File: src/common/fetchPkg.sv
`default_nettype none

package fetchPkg;

    // address and instruction word.
    localparam int AddrWidth = 32;
    localparam int InstWidth = 32;

    // opcode bit 6 marks a branch or jump.
    localparam int BjBit = 6;

    // direct-mapped cache with one word per line.
    localparam int CacheLines = 16;
    localparam int IndexWidth = $clog2(CacheLines);
    localparam int TagWidth   = AddrWidth - IndexWidth - 2; // byte offset bits dropped.

    // decoder queue slots.
    localparam int CreditWidth = 3;
    localparam logic [CreditWidth-1:0] CreditDepth = CreditWidth'(4);

    // program counter.
    localparam logic [AddrWidth-1:0] ResetPc = '0;
    localparam logic [AddrWidth-1:0] PcStep  = AddrWidth'(4);

    // fetch FSM encoding.
    localparam logic [1:0] FetchIssue = 2'd0; // send the next lookup.
    localparam logic [1:0] FetchWait  = 2'd1; // wait for hit or memory word.
    localparam logic [1:0] FetchHold  = 2'd2; // wait for a redirect.

endpackage

`default_nettype wire

File: src/common/instLookupIf.sv
`timescale 1ns/1ns
`default_nettype none

interface instLookupIf ();

    // request from fetch.
    logic                           lookupValid;
    logic [fetchPkg::AddrWidth-1:0] lookupAddr;

    // cache answer.
    logic                           hit;
    logic [fetchPkg::InstWidth-1:0] cacheInst;
    logic                           miss;

    // memory port answer, also the refill data.
    logic                           memValid;
    logic [fetchPkg::InstWidth-1:0] memInst;

    modport fetch (
        output lookupValid, lookupAddr,
        input  hit, cacheInst, memValid, memInst
    );

    modport cache (
        input  lookupValid, lookupAddr, memValid, memInst,
        output hit, cacheInst, miss
    );

    modport memPort (
        input  miss, lookupAddr,
        output memValid, memInst
    );

endinterface

`default_nettype wire

File: src/fetch/fetchUnit.sv
`timescale 1ns/1ns
`default_nettype none

module fetchUnit (
    input  logic                           clk,
    input  logic                           rstN,
    instLookupIf.fetch                     lookup,

    input  logic                           jumpValid,
    input  logic [fetchPkg::AddrWidth-1:0] jumpAddr,
    input  logic                           branchValid,
    input  logic [fetchPkg::AddrWidth-1:0] branchAddr,

    input  logic                           creditReturn,
    output logic                           decValid,
    output logic [fetchPkg::AddrWidth-1:0] decPc,
    output logic [fetchPkg::InstWidth-1:0] decInst
);

    logic [1:0]                       state;
    logic [fetchPkg::AddrWidth-1:0]   pc;
    logic [fetchPkg::CreditWidth-1:0] creditCnt;
    logic                             creditOk;
    logic                             answered;
    logic                             isBj;

    assign creditOk = (creditCnt != '0);

    // a lookup goes out only with a free slot in the decoder queue.
    assign lookup.lookupValid = (state == fetchPkg::FetchIssue) && creditOk;
    assign lookup.lookupAddr  = pc; // held until the answer arrives.

    assign answered = (state == fetchPkg::FetchWait) && (lookup.hit || lookup.memValid);

    // the cache wins when it hits, otherwise the word comes from memory.
    assign decInst  = lookup.hit ? lookup.cacheInst : lookup.memInst;
    assign decPc    = pc;
    assign decValid = answered;

    assign isBj = decInst[fetchPkg::BjBit];

    always_ff @(posedge clk or negedge rstN) begin
        if (!rstN) begin
            state <= fetchPkg::FetchIssue;
            pc    <= fetchPkg::ResetPc;
        end else begin
            case (state)
                fetchPkg::FetchIssue: begin
                    if (lookup.lookupValid) begin
                        state <= fetchPkg::FetchWait;
                    end
                end
                fetchPkg::FetchWait: begin
                    if (answered) begin
                        if (isBj) begin
                            state <= fetchPkg::FetchHold; // target not known yet.
                        end else begin
                            state <= fetchPkg::FetchIssue;
                            pc    <= pc + fetchPkg::PcStep;
                        end
                    end
                end
                fetchPkg::FetchHold: begin
                    // jump has priority over branch.
                    if (jumpValid) begin
                        state <= fetchPkg::FetchIssue;
                        pc    <= jumpAddr;
                    end else if (branchValid) begin
                        state <= fetchPkg::FetchIssue;
                        pc    <= branchAddr;
                    end
                end
                default: begin
                    state <= fetchPkg::FetchIssue;
                end
            endcase
        end
    end

    // credit is taken at issue, so a word in flight always has its slot.
    always_ff @(posedge clk or negedge rstN) begin
        if (!rstN) begin
            creditCnt <= fetchPkg::CreditDepth;
        end else begin
            case ({lookup.lookupValid, creditReturn})
                2'b10: begin
                    creditCnt <= creditCnt - 1'b1;
                end
                2'b01: begin
                    creditCnt <= creditCnt + 1'b1;
                end
                default: begin
                    creditCnt <= creditCnt; // none, or one in and one out.
                end
            endcase
        end
    end

    // the decoder never returns more credits than it was given.
    creditBound: assert property (
        @(posedge clk) disable iff (!rstN)
        creditCnt <= fetchPkg::CreditDepth
    );

    // cache and memory port never answer the same lookup.
    singleAnswer: assert property (
        @(posedge clk) disable iff (!rstN)
        !(lookup.hit && lookup.memValid)
    );

endmodule

`default_nettype wire

File: src/fetch/instCache.sv
`timescale 1ns/1ns
`default_nettype none

module instCache (
    input  logic       clk,
    input  logic       rstN,
    instLookupIf.cache lookup
);

    logic [fetchPkg::CacheLines-1:0] lineValid;
    logic [fetchPkg::TagWidth-1:0]   tagMem  [fetchPkg::CacheLines];
    logic [fetchPkg::InstWidth-1:0]  dataMem [fetchPkg::CacheLines];

    logic [fetchPkg::IndexWidth-1:0] lookupIndex;
    logic [fetchPkg::TagWidth-1:0]   lookupTag;

    // registered lookup.
    logic                            reqValid;
    logic [fetchPkg::TagWidth-1:0]   reqTag;
    logic                            readValid;
    logic [fetchPkg::TagWidth-1:0]   readTag;
    logic [fetchPkg::InstWidth-1:0]  readData;
    logic                            tagMatch;

    // word address bits 5 to 2 select the line.
    assign lookupIndex = lookup.lookupAddr[fetchPkg::IndexWidth+1:2];
    assign lookupTag   = lookup.lookupAddr[fetchPkg::AddrWidth-1 -: fetchPkg::TagWidth];

    always_ff @(posedge clk or negedge rstN) begin
        if (!rstN) begin
            reqValid  <= 1'b0;
            lineValid <= '0;
        end else begin
            reqValid <= lookup.lookupValid;
            if (lookup.memValid) begin
                lineValid[lookupIndex] <= 1'b1; // refill of the missed line.
            end
        end
    end

    // arrays read and written like a synchronous RAM.
    always_ff @(posedge clk) begin
        if (lookup.lookupValid) begin
            reqTag    <= lookupTag;
            readValid <= lineValid[lookupIndex];
            readTag   <= tagMem[lookupIndex];
            readData  <= dataMem[lookupIndex];
        end
        if (lookup.memValid) begin
            // fetch still holds the missed address here.
            tagMem[lookupIndex]  <= lookupTag;
            dataMem[lookupIndex] <= lookup.memInst;
        end
    end

    assign tagMatch = readValid && (readTag == reqTag);

    assign lookup.hit       = reqValid && tagMatch;
    assign lookup.miss      = reqValid && !tagMatch;
    assign lookup.cacheInst = readData;

    // a refill writes the line of the held address, so no lookup may overlap it.
    refillNoLookup: assert property (
        @(posedge clk) disable iff (!rstN)
        lookup.memValid |-> !lookup.lookupValid
    );

endmodule

`default_nettype wire

File: src/rtl/fetchTop.sv
`timescale 1ns/1ns
`default_nettype none

module fetchTop (
    input  logic                           clk,
    input  logic                           rstN,

    // redirects from execute.
    input  logic                           jumpValid,
    input  logic [fetchPkg::AddrWidth-1:0] jumpAddr,
    input  logic                           branchValid,
    input  logic [fetchPkg::AddrWidth-1:0] branchAddr,

    // decoder side.
    input  logic                           creditReturn,
    output logic                           decValid,
    output logic [fetchPkg::AddrWidth-1:0] decPc,
    output logic [fetchPkg::InstWidth-1:0] decInst,

    // external instruction memory.
    output logic                           memReq,
    output logic [fetchPkg::AddrWidth-1:0] memAddr,
    input  logic                           memRespValid,
    input  logic [fetchPkg::InstWidth-1:0] memRespData
);

    instLookupIf lookupBus ();

    fetchUnit fetchUnit_inst (
        .clk          (clk),
        .rstN         (rstN),
        .lookup       (lookupBus),
        .jumpValid    (jumpValid),
        .jumpAddr     (jumpAddr),
        .branchValid  (branchValid),
        .branchAddr   (branchAddr),
        .creditReturn (creditReturn),
        .decValid     (decValid),
        .decPc        (decPc),
        .decInst      (decInst)
    );

    instCache instCache_inst (
        .clk    (clk),
        .rstN   (rstN),
        .lookup (lookupBus)
    );

    instMemPort instMemPort_inst (
        .clk          (clk),
        .rstN         (rstN),
        .lookup       (lookupBus),
        .memReq       (memReq),
        .memAddr      (memAddr),
        .memRespValid (memRespValid),
        .memRespData  (memRespData)
    );

endmodule

`default_nettype wire

File: src/rtl/instMemPort.sv
`timescale 1ns/1ns
`default_nettype none

module instMemPort (
    input  logic                           clk,
    input  logic                           rstN,
    instLookupIf.memPort                   lookup,

    output logic                           memReq,
    output logic [fetchPkg::AddrWidth-1:0] memAddr,
    input  logic                           memRespValid,
    input  logic [fetchPkg::InstWidth-1:0] memRespData
);

    logic                           respValid;
    logic [fetchPkg::InstWidth-1:0] respData;
    logic                           respTaken;

    assign respTaken = memReq && memRespValid;

    always_ff @(posedge clk or negedge rstN) begin
        if (!rstN) begin
            memReq    <= 1'b0;
            respValid <= 1'b0;
        end else begin
            respValid <= respTaken; // one-cycle pulse toward fetch and cache.
            if (lookup.miss) begin
                memReq <= 1'b1;
            end else if (respTaken) begin
                memReq <= 1'b0;
            end
        end
    end

    always_ff @(posedge clk) begin
        if (lookup.miss) begin
            memAddr <= lookup.lookupAddr; // kept for the whole request.
        end
        if (respTaken) begin
            respData <= memRespData;
        end
    end

    assign lookup.memValid = respValid;
    assign lookup.memInst  = respData;

    // external memory answers only an open request.
    respInRequest: assert property (
        @(posedge clk) disable iff (!rstN)
        memRespValid |-> memReq
    );

    // only one lookup in flight, so no new miss while a read is open.
    singleMiss: assert property (
        @(posedge clk) disable iff (!rstN)
        lookup.miss |-> !memReq && !respValid
    );

endmodule

`default_nettype wire

File: config.mk
export PLATFORM = sky130hd
export DESIGN_NAME = fetchTop
export DESIGN_NICKNAME = d
export VERILOG_FILES = /design/src/common/fetchPkg.sv /design/src/common/instLookupIf.sv /design/src/fetch/fetchUnit.sv /design/src/fetch/instCache.sv /design/src/rtl/fetchTop.sv /design/src/rtl/instMemPort.sv
export SDC_FILE = /design/constraint.sdc
export NUM_CORES = 1
export LEC_CHECK = 0
export ABC_AREA = 1
export BUFFER_PORTS_ARGS = -buffer_cell sky130_fd_sc_hd__buf_4
export CAP_MARGIN = 20
export CORE_ASPECT_RATIO = 1.25
export CORE_MARGIN = 4
export CORE_UTILIZATION = 55
export CTS_CLUSTER_SIZE = 28
export DETAILED_ROUTE_END_ITERATION = 10
export PLACE_DENSITY = 0.77
export SLEW_MARGIN = 20
export SYNTH_ARGS = -nofsm -noshare
export SYNTH_HDL_FRONTEND = slang
export SYNTH_SLANG_ARGS = --single-unit
File: constraint.sdc
create_clock -name clk -period 11.4 [get_ports clk]
set_clock_uncertainty 0.15 [all_clocks]
set_input_delay 1.14 -clock clk [delete_from_list [all_inputs] [get_ports clk]]
set_output_delay 1.14 -clock clk [all_outputs]
set_load 0.02 [all_outputs]
==> impl_metrics.toml <==
[grt]
overflow = 0
grt_pass1_wl_um = 167000
grt_max_degree = 223
grt_usage = 0.250
grt_pass1_vias = 28600
antenna_found_initial = 0

[worst_setup_path]
required_ns = 10.11
max_stage_delay_ns = 0.45
r2r-start = "fetchUnit_inst.decPc[3]"
cp_num_buf_inv = 5
startpoint = "instCache_inst.readTag[20]"
critPathArrivalTime_ns = 3.46
cp_slowest_cell = "edfxtp_1"
cp_top_family = "buffers and inverters"
cpMostUsedCell = "nand2_1"
critPathKind = "reg2out"
end_kind = "primary output"
path_cells = "inv_1, nand2_1, nand2_1, nand3_1, nor2_1, nand3_1, nor2_4, nand2_2, buf_4, inv_1, buf_4, nand2_1, nand2_1, buf_4"
cp_max_fo = 33
startpoint_type = "flop"

[cells_and_area]
antenna_cells = 0
layout-drive-gt1-share = 0.120
areaGrowthSynthToFinish_pct = 13.3
nets = 3811

[timing]
rsz0062_at_grt = "false"
tns_ns = 0
fin_crit_ns = 4.75
max-slew-margin-rel = 0.134
hold_viol_final = 0
finalSetupViolCount = 0
slew_violations = 0
tightest_slew_ns = 1.30
period_share = 0.416
clock.fmax_mhz = 211

[cts]
cts-root-buf = "clkbuf_16"
cts.clk_slew.worst_paths_ns = 0.06
cts_buffer_depth = 3
h-tree-depth = 3
post_cts_buffers = 0
postCtsHoldBufs = 0
cts.sinks = 1133
cts-buffers-inserted = 102
cts_tree = "done"
clock_latency_ns = 0.67
ctsResizeCount = 0

[die]
die_area_um2 = 86100
io_pins = 200
die_h_um = 327
die_x_um = 263
coreArea_um2 = 80400
start_util = 0.557
row_count = 116

[routing]
viasPerCell = 6.00
drtAntennaViolNets = 0
wl_met3_um = 10500
drc_errors = 0
wl_per_cell_um = 22.7
dr.pass1.iters = 6
top_layer_used = "met4"
drt_iter0_markers = 3678
wl_met1_um = 41100
routed_wl_um = 110000
vias = 29100
dr_wl_met2_um = 55000

[synth]
yosysWarningCount = 0
synthCells = 3562
syn_area_per_cell_um2 = 12.6
synth_nets = 3670
ys_seq_elements = 1133
ys_types = 39
ys_seq_area_frac = 0.754
syn-cell-area_um2 = 44800

[pwr]
clockPowerShare = 0.265
switchingPower_mw = 4.67
p_seq_frac = 0.450
pwr-share-comb = 0.285
powerDensity_nw_per_um2 = 262
switching_share = 0.352
p_leak_nw = 17.7
ir_drop_mv = 0.164
internal_power_mw = 8.60
power.total_mw = 13.3

[place]
io_buffers = 199
dp_hpwl_um = 58800
gp_congestion = 0.867

[worst_hold_path]
hold_class = "reg2reg"
min_from = "instCache_inst.lineValid[6]"

[run_status]
outcome = "complete, no violations"

[job]
cap_viol_max_count = 0
==> cell families after synthesis <==
group,Yosys count,synth area share
AND/OR/NAND/NOR,1291,0.116
adder cells (fa/ha/maj),6,0.00184
AO/OA/AOI/OAI,794,0.0960
buffers and inverters,313,0.0278
flip-flops,1133,0.754
XOR/XNOR,25,0.00489
==> layout by cell type (no fill, tap or decap), types with 2 or more instances in the layout <==
cell type   count
ha_1            5
clkinv_2       19
dfrtp_1        53
inv_2           4
xor2_1         11
xnor2_1        14
clkinvlp_4      6
o21ai_0       517
nand3b_1        3
clkbuf_1       15
nand3_2         2
inv_6           7
dfrtp_4         2
nand4_1        61
nand3_1        49
clkinv_8        2
o22ai_1       248
nor2_4         24
clkbuf_16     105
clkbuf_8        4
nand2_2         3
edfxtp_1     1077
inv_1          94
clkinv_1       13
nor3_1          4
buf_4         245
a31oi_1         2
o21ai_1         3
bufinv_16      14
or2_2           8
nor2_1        559
nand2_1       572
clkinv_4        2
a21oi_1        20
==> cells in the mapped netlist, drive strengths merged <==
cell type	number	area share
nor3	5	0.00067
buf	64	0.0070
o21ai	520	0.058
o21a	1	0.00017
nor2	583	0.050
or2	8	0.0011
nand3b	3	0.00050
or4	1	0.00017
nand2	576	0.049
xor2	11	0.0022
edfxtp	1077	0.72
fa	1	0.00045
a21oi	20	0.0022
a21boi	1	0.00017
o2bb2ai	1	0.00020
dfstp	1	0.00059
and2	1	0.00014
a31oi	2	0.00028
nand3	51	0.0059
nor4	1	0.00014
xnor2	14	0.0027
o21bai	1	0.00017
dfrtp	55	0.031
ha	5	0.0014
o22ai	248	0.035
clkbuf	146	0.012
clkinv	1	0.000084
inv	102	0.0086
nand4	62	0.0088
==> power groups by stage <==
stage	Clock (mW)	Combinational (mW)	Sequential, mW
final	3.51	3.78	5.98
after global routing	3.72	4.14	6.04
after CTS	3.55	3.75	5.97
after detailed placement	0	3.71	6.05
after global placement	0	3.63	6.03
after floorplan	0	2.37	5.98
==> tightest hold or removal path: stages, from the launching register on <==
cell and delay, ns:
dfrtp_1 0.32, inv_1 0.05, o21ai_0 0.06
==> worst paths after layout <==
| kind | end | slack [ns] | cells past startpoint |
|---|---|---|---|
| max in group asynchronous | fetchUnit_inst.decPc[2] | 10.06 | 1 |
| min in group asynchronous | fetchUnit_inst.decPc[23] | 0.40 | 1 |
| worst min register to register | instCache_inst.lineValid[6] | 0.31 | 2 |
| worst min-delay path | instCache_inst.lineValid[6] | 0.31 | 2 |
| worst max register to register | instCache_inst.dataMem[15][0] | 7.09 | 5 |
| worst max-delay path | decInst[4] | 6.65 | 14 |
==> sequential cells by signal (all words and copies together) (netlist names), 2 cells and up <==
register	flops
instMemPort_inst.memAddr	32
instCache_inst.readTag	26
instCache_inst.lineValid	16
instMemPort_inst.lookup.memInst	32
instCache_inst.reqTag	26
fetchUnit_inst.decPc	32
instCache_inst.tagMem	416
fetchUnit_inst.creditCnt	3
instCache_inst.lookup.cacheInst	32
instCache_inst.dataMem	512
fetchUnit_inst.state	2
==> area by class of cell <==
type / count / area (um2)
fillers: 5793 / 29700
multi-input cells: 2116 / 9930
clock inverters: 60 / 703
well taps: 1062 / 1330
repair buffers: 247 / 1890
clock buffers: 124 / 2740
inverters: 103 / 403
flip-flops and latches: 1133 / 33800
==> per-stage QoR <==
stage | util | cell area [um2] | hold WS (ns) | worst slack (ns) | cells
floorplan | - | 44800 | 0.277 | 6.62 | 3562
global placement | 0.588 | 47300 | 0.292 | 7.23 | 4660
detailed placement | 0.588 | 47300 | 0.299 | 7.16 | 4660
CTS | 0.631 | 50700 | 0.313 | 6.55 | 4844
global route | 0.631 | 50700 | 0.319 | 6.34 | 4845
finish | 0.631 | 50700 | 0.312 | 6.65 | 4845
==> metal layers <==
layer  vias up  track usage
met5         -            0
met4         0       0.0982
met3       241       0.0426
met2      1599        0.421
met1     14100        0.329
li1      13100            -
(Power assumes the default switching activity.)
